==> src/pu_spi_pkg.sv <==
`default_nettype none

package pu_spi_pkg;

    // core data path widths
    localparam int data_width = 32;
    localparam int attr_width = 4;

    // words per ping-pong half
    localparam int buf_size = 6;

    // one buffered core word with its tag
    typedef struct packed {
        logic [data_width-1:0] data;
        logic [attr_width-1:0] attr;
    } pu_word_t;

endpackage

`default_nettype wire

==> src/spi_link_pkg.sv <==
`default_nettype none

package spi_link_pkg;

    localparam int spi_byte_width = 8;

    // bytes sent msb first for each core data word
    localparam int bytes_per_word = 4;

    // cycles a pin level must hold before it is accepted
    localparam int filter_len = 8;

    typedef logic [spi_byte_width-1:0] spi_byte_t;

    // spi pins as seen by the slave
    typedef struct packed {
        logic cs;
        logic sclk;
        logic mosi;
    } spi_pins_t;

endpackage

`default_nettype wire

==> src/bounce_filter.sv <==
`default_nettype none

module bounce_filter #(
    parameter logic init = 1'b0
) (
    input  logic clk,
    input  logic rst,
    input  logic din,
    output logic dout
);

    import spi_link_pkg::*;

    logic [$clog2(filter_len + 1)-1:0] cnt;

    // count how long din has disagreed with dout
    // any return to the old level starts over
    always_ff @(posedge clk) begin
        if (rst) begin
            cnt  <= '0;
            dout <= init;
        end else if (din == dout) begin
            cnt <= '0;
        end else if (int'(cnt) == filter_len) begin
            cnt  <= '0;
            dout <= din;
        end else begin
            cnt <= cnt + 1'b1;
        end
    end

endmodule

`default_nettype wire

==> src/send_buffer.sv <==
`default_nettype none

module send_buffer (
    input  logic                 clk,
    input  logic                 rst,
    input  logic                 clear,
    input  logic                 wr,
    input  pu_spi_pkg::pu_word_t wdata,
    input  logic                 pop,
    output pu_spi_pkg::pu_word_t rdata,
    output logic                 valid
);

    import pu_spi_pkg::*;

    pu_word_t mem [buf_size];

    logic [$clog2(buf_size)-1:0]   wr_ptr;
    logic [$clog2(buf_size)-1:0]   rd_ptr;
    logic [$clog2(buf_size+1)-1:0] count;
    logic                          do_wr;
    logic                          do_pop;

    // overflow writes are dropped
    assign do_wr  = wr && (int'(count) < buf_size);
    assign do_pop = pop && valid;

    assign valid = count != '0;
    assign rdata = mem[rd_ptr];

    always_ff @(posedge clk) begin
        if (rst || clear) begin
            wr_ptr <= '0;
            rd_ptr <= '0;
            count  <= '0;
        end else begin
            if (do_wr) begin
                wr_ptr <= (int'(wr_ptr) == buf_size - 1) ? '0 : wr_ptr + 1'b1;
            end
            if (do_pop) begin
                rd_ptr <= (int'(rd_ptr) == buf_size - 1) ? '0 : rd_ptr + 1'b1;
            end
            count <= count + do_wr - do_pop;
        end
    end

    always_ff @(posedge clk) begin
        if (do_wr && !clear) begin
            mem[wr_ptr] <= wdata;
        end
    end

    a_no_overflow: assert property (@(posedge clk) disable iff (rst || clear)
        wr |-> int'(count) < buf_size);

    a_no_underflow: assert property (@(posedge clk) disable iff (rst || clear)
        pop |-> count != '0);

endmodule

`default_nettype wire

==> src/word_splitter.sv <==
`default_nettype none

module word_splitter (
    input  logic                    clk,
    input  logic                    rst,
    input  logic                    clear,
    input  pu_spi_pkg::pu_word_t    word,
    input  logic                    word_valid,
    output logic                    pop,
    output spi_link_pkg::spi_byte_t byte_out,
    output logic                    byte_valid,
    input  logic                    take
);

    import pu_spi_pkg::*;
    import spi_link_pkg::*;

    logic [data_width-1:0]             data_q;
    logic                              loaded;
    logic [$clog2(bytes_per_word)-1:0] idx;
    logic                              last_byte;

    assign last_byte = int'(idx) == bytes_per_word - 1;

    // refill when empty or when the final byte leaves
    assign pop = !clear && word_valid && (!loaded || (take && last_byte));

    assign byte_valid = loaded;

    // msb byte first
    assign byte_out =
        data_q[(bytes_per_word - 1 - int'(idx)) * spi_byte_width +: spi_byte_width];

    always_ff @(posedge clk) begin
        if (rst || clear) begin
            loaded <= 1'b0;
            idx    <= '0;
        end else if (pop) begin
            loaded <= 1'b1;
            idx    <= '0;
        end else if (take && loaded) begin
            if (last_byte) begin
                loaded <= 1'b0;
            end
            idx <= idx + 1'b1;
        end
    end

    // only data goes out on the link
    always_ff @(posedge clk) begin
        if (pop) begin
            data_q <= word.data;
        end
    end

endmodule

`default_nettype wire

==> src/spi_slave_shifter.sv <==
`default_nettype none

module spi_slave_shifter (
    input  logic                    clk,
    input  logic                    rst,
    input  spi_link_pkg::spi_pins_t pins,
    input  spi_link_pkg::spi_byte_t byte_in,
    input  logic                    byte_valid,
    output logic                    take,
    output logic                    miso
);

    import spi_link_pkg::*;

    logic                              cs_q;
    logic                              sclk_q;
    spi_byte_t                         shift_q;
    logic [$clog2(spi_byte_width)-1:0] bit_cnt;
    logic                              cs_fall;
    logic                              sclk_fall;
    logic                              last_bit;

    ////////////////////
    // edge detect

    assign cs_fall   = cs_q && !pins.cs;
    assign sclk_fall = sclk_q && !pins.sclk && !pins.cs;
    assign last_bit  = int'(bit_cnt) == spi_byte_width - 1;

    // load on frame start and after the eighth falling edge
    assign take = cs_fall || (sclk_fall && last_bit);

    assign miso = shift_q[spi_byte_width-1];

    ////////////////////
    // shift register

    always_ff @(posedge clk) begin
        if (rst) begin
            cs_q    <= 1'b1;
            sclk_q  <= 1'b0;
            shift_q <= '0;
            bit_cnt <= '0;
        end else begin
            cs_q   <= pins.cs;
            sclk_q <= pins.sclk;
            if (pins.cs) begin
                // idle link keeps miso low
                shift_q <= '0;
                bit_cnt <= '0;
            end else if (take) begin
                // empty splitter reads as zero
                shift_q <= byte_valid ? byte_in : '0;
                bit_cnt <= '0;
            end else if (sclk_fall) begin
                shift_q <= {shift_q[spi_byte_width-2:0], 1'b0};
                bit_cnt <= bit_cnt + 1'b1;
            end
        end
    end

    a_clean_frame_start: assert property (@(posedge clk) disable iff (rst)
        cs_fall |-> bit_cnt == '0 && !miso);

endmodule

`default_nettype wire

==> src/spi_frame_ctrl.sv <==
`default_nettype none

module spi_frame_ctrl (
    input  logic clk,
    input  logic rst,
    input  logic cs,
    input  logic cycle,
    output logic sel,
    output logic stop
);

    typedef enum logic {
        st_idle,
        st_active
    } state_t;

    state_t state;
    logic   cs_q;

    always_ff @(posedge clk) begin
        if (rst) begin
            state <= st_idle;
            cs_q  <= 1'b1;
            sel   <= 1'b0;
            stop  <= 1'b0;
        end else begin
            cs_q <= cs;
            stop <= 1'b0;
            case (state)
                st_idle: begin
                    if (cs_q && !cs) begin
                        state <= st_active;
                    end else if (cycle && cs) begin
                        // swap ping-pong halves
                        sel <= !sel;
                    end
                end
                st_active: begin
                    // end of transaction
                    if (!cs_q && cs) begin
                        state <= st_idle;
                        stop  <= 1'b1;
                    end
                end
                default: state <= st_idle;
            endcase
        end
    end

    a_stop_pulse: assert property (@(posedge clk) disable iff (rst)
        stop |=> !stop);

endmodule

`default_nettype wire

==> src/pu_slave_spi.sv <==
`default_nettype none

module pu_slave_spi (
    input  logic                              clk,
    input  logic                              rst,
    input  logic                              cycle,
    input  logic                              wr,
    input  logic [pu_spi_pkg::data_width-1:0] data,
    input  logic [pu_spi_pkg::attr_width-1:0] attr,
    output logic                              flag_stop,
    input  spi_link_pkg::spi_pins_t           pins,
    output logic                              miso
);

    import pu_spi_pkg::*;
    import spi_link_pkg::*;

    spi_pins_t f_pins;
    pu_word_t  wr_word;
    pu_word_t  buf_rdata [2];
    logic      buf_valid [2];
    logic      buf_wr    [2];
    logic      buf_pop   [2];
    logic      buf_clear [2];
    logic      sel;
    logic      split_pop;
    spi_byte_t split_byte;
    logic      split_valid;
    logic      take;

    ////////////////////
    // pin filters

    bounce_filter #(.init(1'b1)) u_cs_filter (
        .clk(clk), .rst(rst), .din(pins.cs), .dout(f_pins.cs)
    );

    bounce_filter u_sclk_filter (
        .clk(clk), .rst(rst), .din(pins.sclk), .dout(f_pins.sclk)
    );

    bounce_filter u_mosi_filter (
        .clk(clk), .rst(rst), .din(pins.mosi), .dout(f_pins.mosi)
    );

    ////////////////////
    // ping-pong buffers

    assign wr_word = '{data: data, attr: attr};

    // sel picks the read half and writes go to the other
    for (genvar i = 0; i < 2; i++) begin : g_buf
        assign buf_wr[i]    = wr && (sel != 1'(i));
        assign buf_pop[i]   = split_pop && (sel == 1'(i));
        assign buf_clear[i] = flag_stop && (sel == 1'(i));

        send_buffer u_send_buffer (
            .clk(clk),
            .rst(rst),
            .clear(buf_clear[i]),
            .wr(buf_wr[i]),
            .wdata(wr_word),
            .pop(buf_pop[i]),
            .rdata(buf_rdata[i]),
            .valid(buf_valid[i])
        );
    end

    ////////////////////
    // link side

    word_splitter u_word_splitter (
        .clk(clk),
        .rst(rst),
        .clear(flag_stop),
        .word(buf_rdata[sel]),
        .word_valid(buf_valid[sel]),
        .pop(split_pop),
        .byte_out(split_byte),
        .byte_valid(split_valid),
        .take(take)
    );

    spi_slave_shifter u_spi_slave_shifter (
        .clk(clk),
        .rst(rst),
        .pins(f_pins),
        .byte_in(split_byte),
        .byte_valid(split_valid),
        .take(take),
        .miso(miso)
    );

    spi_frame_ctrl u_spi_frame_ctrl (
        .clk(clk),
        .rst(rst),
        .cs(f_pins.cs),
        .cycle(cycle),
        .sel(sel),
        .stop(flag_stop)
    );

endmodule

`default_nettype wire

==> config.mk <==
export PLATFORM = sky130hd
export DESIGN_NAME = pu_slave_spi
export DESIGN_NICKNAME = d
export VERILOG_FILES = /design/src/pu_spi_pkg.sv /design/src/spi_link_pkg.sv /design/src/bounce_filter.sv /design/src/send_buffer.sv /design/src/word_splitter.sv /design/src/spi_slave_shifter.sv /design/src/spi_frame_ctrl.sv /design/src/pu_slave_spi.sv
export SDC_FILE = /design/constraint.sdc
export NUM_CORES = 1
export LEC_CHECK = 0
export BUFFER_PORTS_ARGS = -buffer_cell sky130_fd_sc_hd__buf_2
export CORE_ASPECT_RATIO = 0.75
export CORE_MARGIN = 1
export CORE_UTILIZATION = 55
export CTS_CLUSTER_DIAMETER = 50
export DETAILED_ROUTE_END_ITERATION = 7
export GPL_TIMING_DRIVEN = 1
export PLACE_DENSITY = 0.72
export SYNTH_ARGS = -nofsm -noshare
export SYNTH_HDL_FRONTEND = slang
export SYNTH_SLANG_ARGS = --single-unit
export TNS_END_PERCENT = 5
==> constraint.sdc <==
create_clock -name clk -period 6.4 [get_ports clk]
set_input_delay 1.92 -clock clk [delete_from_list [all_inputs] [get_ports clk]]
set_output_delay 1.92 -clock clk [all_outputs]
set_load 0.02 [all_outputs]
# ---- After elaboration in Yosys (flattened, before gate mapping)
# Memories as Yosys holds them, arrays and structs flattened. A register that Yosys moved wholly into a read port is not among the register bits.
# Cells that the tools add are included.
dict set report word_totals {
  regBits 79
  ramBits 432
  input_bits 43
  n_memories 2
}
dict set report classes {
  addsub 13
  magnitude_cmp 3
  eq_ne 10
  shift 1
  n_mux 28
  bitwise 6
  reduce_logical 50
}
# memory words width rd rd_clocked_by_memory_dff wr line_no
set mem_list {}
lappend mem_list {{g_buf[0].u_send_buffer.mem} 6 36 1 1 1 send_buffer.sv:16} ;# pu_word_t mem [buf_size];
lappend mem_list {{g_buf[1].u_send_buffer.mem} 6 36 1 1 1 send_buffer.sv:16}
# operator n
set op_table {}
lappend op_table {{$mux W36} 3}
lappend op_table {{$shiftx A32 B32 Y8} 1}
lappend op_table {{$mux W3} 8}
lappend op_table {{$mux W8} 3}
lappend op_table {{$logic_and A1 B1 Y1} 22}
lappend op_table {{$add A3 B1 Y3 const B} 5}
lappend op_table {{$mux W1} 13}
lappend op_table {{$eq A3 B3 Y1 const B} 4}
lappend op_table {{$reduce_or A3 Y1} 3}
lappend op_table {{$add A4 B1 Y4 const B} 2}
lappend op_table {{$eq A4 B4 Y1 const B} 2}
lappend op_table {{$logic_not A1 Y1} 8}
lappend op_table {{$add A3 B1 Y3} 2}
lappend op_table {{$lt A3 B3 Y1 const B} 2}
lappend op_table {{$reduce_and A2 Y1} 3}
lappend op_table {{$reduce_bool A2 Y1} 3}
lappend op_table {{$reduce_bool A3 Y1} 2}
lappend op_table {{$reduce_or A2 Y1} 3}
lappend op_table {{$sub A3 B1 Y3} 2}
lappend op_table {{$logic_or A1 B1 Y1} 5}
lappend op_table {{$not A1 Y1} 5}
lappend op_table {{$eq A3 B1 Y1 const B} 1}
lappend op_table {{$reduce_and A3 Y1} 1}
lappend op_table {{$sub A2 B2 Y3 const A} 1}
lappend op_table {{other kinds (6)} 7}

# ---- Longest topological paths before layout
# Gate-level depths: netlist of the first run.
dict set report depth {
  ltp_word 12
  mapped_depth 13
}

# ---- Modules after synthesis
# Synthesis of the first run repeated with hierarchy kept, for this count alone.
dict set report hier_totals {
  cells_unflattened 1139
  area_unflattened_um2 21222.9
}
# module instances cells_per_inst area_each_um2
set modules_own_cells {}
lappend modules_own_cells {{send_buffer at g_buf[1].u_send_buffer} 1 480 8974.9}
lappend modules_own_cells {{send_buffer at g_buf[0].u_send_buffer} 1 399 8768.4}
lappend modules_own_cells {word_splitter 1 57 1327.5}
lappend modules_own_cells {spi_slave_shifter 1 75 699.4}
lappend modules_own_cells {pu_slave_spi 1 48 664.4}
lappend modules_own_cells {{bounce_filter at u_mosi_filter ...} 2 22 216.5}
lappend modules_own_cells {{bounce_filter at u_cs_filter} 1 23 216.5}
lappend modules_own_cells {spi_frame_ctrl 1 13 138.9}

# ---- Least setup slack after synthesis of the first run
# Ideal clock, no wire load.
dict set report synth_path {
  path_type {input-to-reg}
  startpoint {in wr}
  endpoint {mem g_buf[0].u_send_buffer.mem[0][10] (netlist bit), enable pin}
  arrival_ps 5118
  required_ps 5899
  slack_ps 781
  stages 2
  n_path_buf 0
  cell_sequence {nand3b_1 nor4_1}
}
dict set report synth_via {
  elab_chain_cells 5
}
# element line_no
set synth_rtl {}
lappend synth_rtl {{from (decl)} pu_slave_spi.sv:7} ;# input logic wr,
lappend synth_rtl {{$logic_and A1 B1 Y1} pu_slave_spi.sv:53} ;# assign buf_wr[i] = wr && (sel != 1'(i));
lappend synth_rtl {{$logic_and A1 B1 Y1} send_buffer.sv:25} ;# assign do_wr = wr && (int'(count) < buf_size);
lappend synth_rtl {{$logic_and A1 B1 Y1} send_buffer.sv:48} ;# if (do_wr && !clear) begin
lappend synth_rtl {{$mux W1} send_buffer.sv:48}
lappend synth_rtl {{$mux W1 (implied by the code)} send_buffer.sv:49} ;# mem[wr_ptr] <= wdata;
lappend synth_rtl {{to (decl)} send_buffer.sv:16}
# No other way between the ends.

# ---- Final worst setup path of the first run
dict set report layout_path {
  startpoint {in wr}
  endpoint {mem g_buf[1].u_send_buffer.mem[4][17] (netlist bit), enable pin}
}
dict set report layout_via {
  elab_chain_cells 5
}
# element line_no
set layout_rtl {}
lappend layout_rtl {{$logic_and A1 B1 Y1} pu_slave_spi.sv:53}
lappend layout_rtl {{$logic_and A1 B1 Y1} send_buffer.sv:25}
lappend layout_rtl {{net g_buf[1].u_send_buffer.do_wr} send_buffer.sv:21} ;# logic do_wr;
lappend layout_rtl {{$logic_and A1 B1 Y1} send_buffer.sv:48}
lappend layout_rtl {{$mux W1} send_buffer.sv:48}
lappend layout_rtl {{$mux W1 (implied by the code)} send_buffer.sv:49}
lappend layout_rtl {{to (decl)} send_buffer.sv:16}
# The timed path passes the listed nets, and every way through them passes these cells.

==> metrics.sh, run 1 <==
FINISH.CELL_COUNT_WITHOUT_FILLERS=1546
FF2FF_PATH_DEPTH=6
SYNTH.LARGEST_AREA_CELL='sky130_fd_sc_hd__edfxtp_1'
STATUS='finished clean'
NETLIST_TOP_CELLS_AREA='sky130_fd_sc_hd__edfxtp_1 69%, sky130_fd_sc_hd__mux4_2 9.0%, sky130_fd_sc_hd__dfxtp_1 5.9%, sky130_fd_sc_hd__mux2i_1 3.9%, sky130_fd_sc_hd__a21oi_1 2.3%'
CRITICAL_PATH.ENDPOINT_TYPE='register'
TIMING_HOLD_VIOLATIONS_FINAL=0
PLACED_CELLS_INCL_TAPS=1467
WORST_SETUP_PATH_START_KIND='input pin'
WORST-ENDPOINT-ARRIVAL_NS=3.71
FF2FF_SETUP_SLACK_NS=3.30
SYNTH_SEQUENTIAL_AREA_RATIO_PCT=74.9
DIEWIDTH_UM=212
ANTENNA_CELLS_INSERTED=0
GRT_ANTENNA_BEFORE_REPAIR=2
CTS.REPORTEDPATHS.CLKPINSLEW_NS=0.06
HOLDCRITPATHCLASS='register to register'
CLK_PATH_BUF_DEPTH=3
NETS=1128
DETAILEDROUTE.FIRSTITERATIONVIOLATIONS=772
FINALCRITPERIODSHARE_PCT=54.4
DATA_REQUIRED_TIME_OF_THE_WORST_PATH_NS=6.63
GRT_FIRST_PASS_WIRELENGTH_MM=54.4
RSZ0062_AT_GRT='no'
TIMING.HOLD.WORST_ENDPOINT='u_cs_filter.cnt[0]'
SYNTH.TOP_CELL.AREA_SHARE_PCT=69.0
POSTSYNTHCELLCOUNT=1013
SETUP_VIOL_COUNT_FINAL=0
SYNTH_FF_TYPE='sky130_fd_sc_hd__edfxtp_1'
DIE_AREA_UM2=33700
SLEW_HEADROOM_PCT=26.6
ROUTED-VIA-COUNT=9125
PLACE_CONGESTION=0.788
LEAKAGE_nW=6.55
TIMING.CRITICAL_PATH.CELLS='buf_2 -> nor3b_1 -> nand2b_1 -> nor2_4 -> buf_4'
ASYNC_RESET_FF_SHARE_PCT=0
ROUTE.DETAILED.DRC=0
TNS_NS=0
POSTROUTEANTENNANETS=0
DRT_FIRST_PASS_ITERS=5
CORE_AREA_UM2=32400
DIE_HEIGHT_UM=159
PIN_COUNT_OF_THE_BIGGEST_NET_ENTERING_GLOBAL_ROUTING=65
WORST-SLEW-PIN-TRANSITION_NS=1.10
CLOCK_LATENCY_AT_THE_LATER_PIN_OF_THE_WORST_SKEW_PAIR_NS=0.55
GR-USAGE-ALL-LAYERS_PCT=21.8
MIN_DELAY_PATH_DEPTH=1
IO_PINS=45
ROUTED.TOP_LAYER='met5'
CLOCK-ROOT-BUFFER='sky130_fd_sc_hd__clkbuf_16'
MAX_CLOCK_FREQ_MHz=287
NUM_ROWS=57
PORT_BUFFERS=39
DETAIL_ROUTE.WL_PER_CELL_UM=22.8
POWER_DENSITY_nW_PER_UM2=350
CTS_TREE='yes'
SYN_TO_LAYOUT_AREA_DELTA_PCT=11.5
COUNT_OF_FLIP_FLOPS_WITH_A_BUILT_IN_ENABLE_AFTER_SYNTHESIS=416
NUMCTSBUFFERS=43
MAXCAPVIOLATIONS=0
VDD.IR_DROP.WORST_mV=0.270
MAX_SLEW_VIOLATION_TOTAL_FROM_THE_FINAL_REPORT=0
M1WIRELENGTH_MM=16.3
SHARE_OF_LAYOUT_CELLS_ABOVE_DRIVE_STRENGTH_1_PCT=19.8
CTS_HOLD_BUFFERS=0
SYNTH-SEQ-CELLS=469
CTSHTREEMAXLEVEL=2
CRIT_PATH_TOP_DELAY_CELL='sky130_fd_sc_hd__nor2_4'
FIN_WORST_HOLD_SLACK_NS=0.467
LIBRARY_CELL_WITH_THE_HIGHEST_INSTANCE_COUNT_AFTER_SYNTHESIS='sky130_fd_sc_hd__edfxtp_1'
MET3ROUTEDLENGTH_MM=2.56
CTS_SINKS=469
PATH_MAX_FANOUT=17
EFFECTIVE_UTILIZATION_AT_FLOORPLAN_PCT=55.9
WL_MET2_MM=15.8
TIMING.RR.START='u_spi_frame_ctrl.sel'
DP.FINAL_HPWL_MM=20.3
CTS.REPAIR_TIMING.SETUP_BUFFER_COUNT=0
POST_DRT_VIA_CELL_RATIO=5.90
SYNTHTOPCELLSBYCOUNT='416 x sky130_fd_sc_hd__edfxtp_1, 82 x sky130_fd_sc_hd__a21oi_1, 72 x sky130_fd_sc_hd__mux4_2, 71 x sky130_fd_sc_hd__mux2i_1, 69 x sky130_fd_sc_hd__o21ai_0'
SYNTH.LIB_CELLS_USED.DISTINCT=46
SYN-CELL-AREA_UM2=18100
FINAL.MIN_CLOCK_PERIOD_NS=3.48
WL_MM=35.3
FILLERS=2316
SETUP.WORST_PATH.CLASS='input pin to register'
TOTAL_OVERFLOW_REPORTED_BY_THE_GLOBAL_ROUTER=0
WORSTHOLDSTART='u_cs_filter.cnt[0]'
POSTSYNTHAREAPERCELL_UM2=17.9
POST_CTS.RESIZED_INSTANCES=0
CRITICAL_PATH.MAX_STAGE_DELAY_NS=0.62
VIAS_IN_THE_FIRST_GLOBAL_ROUTE=8896
FIN_SKEW_NS=0.0178
YS.WARNINGS.COUNT=0
SYNTH_FP_NETS=1071
RR_ENDPOINT='g_buf[1].u_send_buffer.mem[3][35]'
-- worst max path at each step --
stage,startpoint,endpoint,slack (ns),cells after the start
final,wr,g_buf[1].u_send_buffer.mem[4][17],2.92,5
after global routing,wr,g_buf[1].u_send_buffer.mem[4][7],2.82,5
after CTS,wr,g_buf[1].u_send_buffer.mem[4][6],2.93,5
after detailed placement,wr,g_buf[1].u_send_buffer.mem[4][17],2.37,5
after global placement,wr,g_buf[1].u_send_buffer.mem[3][35],2.42,6
after floorplan,wr,g_buf[0].u_send_buffer.mem[0][10],0.78,2
-- placed cells by master, fill, tap and decap left out, types with 18 or more instances in the layout --
| cell | Yosys | final |
|---|---|---|
| sky130_fd_sc_hd__dfxtp_1 | 53 | 46 |
| sky130_fd_sc_hd__buf_2 | 10 | 39 |
| sky130_fd_sc_hd__mux4_2 | 72 | 72 |
| sky130_fd_sc_hd__a21oi_1 | 82 | 82 |
| sky130_fd_sc_hd__buf_4 | 6 | 22 |
| sky130_fd_sc_hd__nor2_1 | 37 | 32 |
| sky130_fd_sc_hd__inv_1 | 19 | 18 |
| sky130_fd_sc_hd__nand2_1 | 47 | 47 |
| sky130_fd_sc_hd__o21ai_0 | 69 | 69 |
| sky130_fd_sc_hd__edfxtp_1 | 416 | 416 |
| sky130_fd_sc_hd__mux2i_1 | 71 | 71 |
| sky130_fd_sc_hd__clkbuf_16 | 0 | 44 |
-- per-layer routing --
metal | track usage (%) | vias up
met3 | 4.22 | 54
met4 | 4.78 | 4
met2 | 31.8 | 313
met5 | 0 | -
met1 | 34.3 | 4652
li1 | - | 4102
-- final cells by class --
class	count	area (um^2)	area share [%]
flip-flops and latches	469	13600	67.2
multi-input cells	475	4290	21.3
clock buffers	57	1170	5.80
well taps	442	553	2.74
repair buffers	61	360	1.79
clock inverters	22	168	0.831
inverters	20	75.1	0.372
-- metrics by stage --
| step | setup WS [ns] | cell area (um^2) | utilization [%] | power [mW] |
|---|---|---|---|---|
| after floorplan | 0.781 | 18100 | - | 4.40 |
| after global placement | 2.42 | 18800 | 58.2 | 4.66 |
| after detailed placement | 2.37 | 18800 | 58.2 | 4.68 |
| after CTS | 2.93 | 20200 | 62.3 | 7.12 |
| after global routing | 2.82 | 20200 | 62.3 | 7.34 |
| final | 2.92 | 20200 | 62.3 | 7.06 |
-- logic make-up after synthesis --
family,Yosys count,share of synthesized area [%]
AND/OR/NAND/NOR,136,3.70
adder cells (fa/ha/maj),15,1.12
flip-flops,469,74.9
AO/OA/AOI/OAI,169,5.03
XOR/XNOR,12,0.581
buffers and inverters,69,1.82
multiplexers,143,12.9
-- critical path, delay by kind of cell --
kind | cells | cell delay [ns]
simple gates | 3 | 1.26
buf+inv | 2 | 0.52
-- registers in the layout, summed over array words and instances (netlist names), 2 cells and up, named ones only --
name                         cells
u_word_splitter.idx              2
u_spi_slave_shifter.bit_cnt      3
u_sclk_filter.cnt                4
g_buf.u_send_buffer.wr_ptr       6
g_buf.u_send_buffer.mem        384
u_spi_slave_shifter.shift_q      8
g_buf.u_send_buffer.rd_ptr       6
g_buf.u_send_buffer.count        6
u_cs_filter.cnt                  4
u_word_splitter.data_q          32
-- report_power, final --
group	total (mW)	internal, mW	switching, mW
Combinational	0.866	0.416	0.450
Sequential	3.74	3.57	0.174
Clock	2.45	1.37	1.08
Total	7.06	5.36	1.70
No activity file was read; power rests on OpenSTA's default activity.
==> run 2: changes to the inputs <==
==> constraint.sdc (replaced) <==
create_clock -name clk -period 3.5 [get_ports clk]
set_input_delay 1.05 -clock clk [delete_from_list [all_inputs] [get_ports clk]]
set_output_delay 1.05 -clock clk [all_outputs]
set_load 0.02 [all_outputs]
==> run 2 against run 1 <==
Against the previous run: the run now ends with DRC left; non-clock buffer count up 6; global-route usage grew 0.37 points; cell area is 1.5% higher; die area did not move; worst hold slack lost 0.0037 ns.
==> metrics.sh, run 2 (same netlist as run 1, synthesis figures left out) <==
STATUS='finished with violations'  # was finished clean
VIOLATIONS='DRC'
FINALCRITPERIODSHARE_PCT=77.8
NETS=1136  # was 1128
FINISH.CELL_COUNT_WITHOUT_FILLERS=1556  # was 1546
PORT_BUFFERS=39  # unchanged
WORST-ENDPOINT-ARRIVAL_NS=3.16  # was 3.71 ns
DATA_REQUIRED_TIME_OF_THE_WORST_PATH_NS=3.93  # was 6.63 ns
CLOCK-ROOT-BUFFER='sky130_fd_sc_hd__clkbuf_16'  # unchanged
DETAIL_ROUTE.WL_PER_CELL_UM=23.0  # was 22.8 um
DIEWIDTH_UM=212  # unchanged
EFFECTIVE_UTILIZATION_AT_FLOORPLAN_PCT=55.9  # unchanged
GRT_FIRST_PASS_WIRELENGTH_MM=54.9  # was 54.4 mm
CRITICAL_PATH.STARTPOINT='u_word_splitter.idx[1]'  # was wr
SHARE_OF_LAYOUT_CELLS_ABOVE_DRIVE_STRENGTH_1_PCT=20.8  # was 19.8%
IO_PINS=45  # unchanged
ROUTE.DETAILED.DRC=4  # was 0
LAYOUT_COMMONEST_CELL='sky130_fd_sc_hd__edfxtp_1'  # unchanged
LAYOUT_TOP_REGISTERS='g_buf.u_send_buffer.mem: 384 flops, u_word_splitter.data_q: 32 flops, u_spi_slave_shifter.shift_q: 8 flops'  # unchanged
TNS_NS=0  # unchanged
PLACED_CELLS_INCL_TAPS=1473  # was 1467
WL_MM=35.9  # was 35.3 mm
PIN_COUNT_OF_THE_BIGGEST_NET_ENTERING_GLOBAL_ROUTING=59  # was 65
CRIT_PATH_TOP_DELAY_CELL='sky130_fd_sc_hd__dfxtp_1'  # was sky130_fd_sc_hd__nor2_4
TIMING.CRITICAL_PATH.CELLS='ha_1 -> nand2b_4 -> o211ai_1 -> nand2b_1 -> nor2_1 -> ha_1 -> inv_1 -> ha_1 -> inv_1 -> fa_1 -> xnor2_1 -> nor2_1'  # was buf_2 -> nor3b_1 -> nand2b_1 -> nor2_4 -> buf_4
POSTROUTEANTENNANETS=0  # unchanged
WORSTHOLDSTART='u_sclk_filter.cnt[0]'  # was u_cs_filter.cnt[0]
TOTAL_OVERFLOW_REPORTED_BY_THE_GLOBAL_ROUTER=0  # unchanged
LARGEST_REGISTER_FF_COUNT=384  # unchanged
MAXCAPVIOLATIONS=0  # unchanged
VDD.IR_DROP.WORST_mV=0.401  # was 0.270 mV
VIAS_IN_THE_FIRST_GLOBAL_ROUTE=9284  # was 8896
CTS_SINKS=469  # unchanged
FINAL.MIN_CLOCK_PERIOD_NS=2.72
DIE_AREA_UM2=33700  # unchanged
RSZ0062_AT_GRT='no'  # unchanged
GR-USAGE-MET3_PCT=5.23  # was 4.22%
DP.FINAL_HPWL_MM=19.9  # was 20.3 mm
GR-USAGE-MET2_PCT=34.4  # was 31.8%
TIMING_HOLD_VIOLATIONS_FINAL=0  # unchanged
GR-USAGE-ALL-LAYERS_PCT=22.2  # was 21.8%
CTSHTREEMAXLEVEL=2  # unchanged
DRT_FIRST_PASS_ITERS=7  # was 5
WORST_SETUP_PATH_START_KIND='register'  # was input pin
HOLDCRITPATHCLASS='register to register'  # unchanged
FF2FF_SETUP_SLACK_NS=0.78  # was 3.30 ns
FILLERS=2273  # was 2316
SLEW_HEADROOM_PCT=19.0  # was 26.6%
SETUP_VIOL_COUNT_FINAL=0  # unchanged
CTS.REPAIR_TIMING.SETUP_BUFFER_COUNT=0  # unchanged
PLACE_CONGESTION=0.772  # was 0.788
SYN_TO_LAYOUT_AREA_DELTA_PCT=13.2  # was 11.5%
LEAKAGE_nW=6.69  # was 6.55 nW
GRT_ANTENNA_BEFORE_REPAIR=3  # was 2
USE_MET1_PCT=32.0  # was 34.3%
CTS_TREE='yes'  # unchanged
CRITICAL_PATH.ENDPOINT_TYPE='register'  # unchanged
NUM_ROWS=57  # unchanged
MAX_SLEW_VIOLATION_TOTAL_FROM_THE_FINAL_REPORT=0  # unchanged
CRITICAL_PATH.MAX_STAGE_DELAY_NS=0.58  # was 0.62 ns
MAX_CLOCK_FREQ_MHz=367
MOST_FLOP_HEAVY_REGISTER='g_buf.u_send_buffer.mem'  # unchanged
CORE_AREA_UM2=32400  # unchanged
NUMCTSBUFFERS=45  # was 43
LEADING_CELL_TYPES_IN_THE_LAYOUT_FILL_AND_TAPS_EXCLUDED='416 x sky130_fd_sc_hd__edfxtp_1, 82 x sky130_fd_sc_hd__a21oi_1, 72 x sky130_fd_sc_hd__mux4_2, 71 x sky130_fd_sc_hd__mux2i_1, 69 x sky130_fd_sc_hd__o21ai_0'  # unchanged
CLOCK_LATENCY_AT_THE_LATER_PIN_OF_THE_WORST_SKEW_PAIR_NS=0.55  # about the same
FIN_SKEW_NS=0.0172  # was 0.0178 ns
WORST-SLEW-PIN-TRANSITION_NS=1.21  # was 1.10 ns
TOTALPOWERFINAL_mW=13.5  # was 7.06 mW
DETAILEDROUTE.FIRSTITERATIONVIOLATIONS=827  # was 772
CLK_PATH_BUF_DEPTH=3  # unchanged
CTS.REPORTEDPATHS.CLKPINSLEW_NS=0.06  # about the same
SETUP.WORST_PATH.CLASS='register to register'  # was input pin to register
PATH_MAX_FANOUT=10  # was 17
TIMING.RR.START='u_word_splitter.idx[1]'  # was u_spi_frame_ctrl.sel
BUSIEST_LAYER='met2'  # was met1
CTS_HOLD_BUFFERS=0  # unchanged
POST_CTS.RESIZED_INSTANCES=0  # unchanged
POST_DRT_VIA_CELL_RATIO=5.90  # about the same
CPMOSTUSEDCELL='sky130_fd_sc_hd__ha_1'
POWER_DENSITY_nW_PER_UM2=659  # was 350 nW/um^2
ROUTED-VIA-COUNT=9185  # was 9125
DIE_HEIGHT_UM=159  # unchanged
## run 2: stage by stage
stage	area (um^2)	setup WS (ns)	util [%]	hold WS (ns)
finish	20500	0.776	63.3	0.463
global route	20500	0.552	63.3	0.493
CTS	20500	0.736	63.3	0.473
detailed placement	19000	0.716	58.6	0.458
global placement	19000	0.752	58.6	0.448
floorplan	18100	-0.829	-	0.430
## run 2: area by class of cell
cell class	count	area, um^2	share of cell area [%]
Tap cell	442	553	2.70
Clock buffer	61	1260	6.14
Multi-Input combinational cell	475	4300	21.0
Antenna cell	1	2.50	0.0122
Sequential cell	469	13600	66.2
Timing Repair Buffer	67	468	2.28
Clock inverter	21	273	1.33
Inverter	20	75.1	0.366
## run 2: path summary, 6_finish.rpt
kind	depth (start not counted)	endpoint
setup / recovery	12	g_buf[1].u_send_buffer.count[2]
hold / removal	1	u_sclk_filter.cnt[0]
hold reg to reg	1	u_sclk_filter.cnt[0]
setup reg to reg	12	g_buf[1].u_send_buffer.count[2]
## run 2: worst max-delay path: cells and delay by family (launching register included)
| kind | cells | cell delay, ns |
|---|---|---|
| xor+xnor | 1 | 0.16 |
| simple gates | 4 | 0.43 |
| compound gates | 1 | 0.26 |
| fa+ha+maj | 4 | 1.08 |
| buf+inv | 2 | 0.11 |
| flops | 1 | 0.58 |
## run 2: layer usage
metal,part of all wire [%],wire (um),vias up
met4,1.9,690,4
met2,47,16700,312
met3,7.8,2790,64
met5,0.081,29,-
met1,44,15700,4682
li1,-,-,4123
## run 2: power by group
part	internal (mW)	switching, mW	total [mW]	leakage (nW)
Sequential	6.53	0.274	6.80	4.21
Combinational	0.796	0.919	1.71	1.72
Clock	2.97	2.01	4.98	0.750
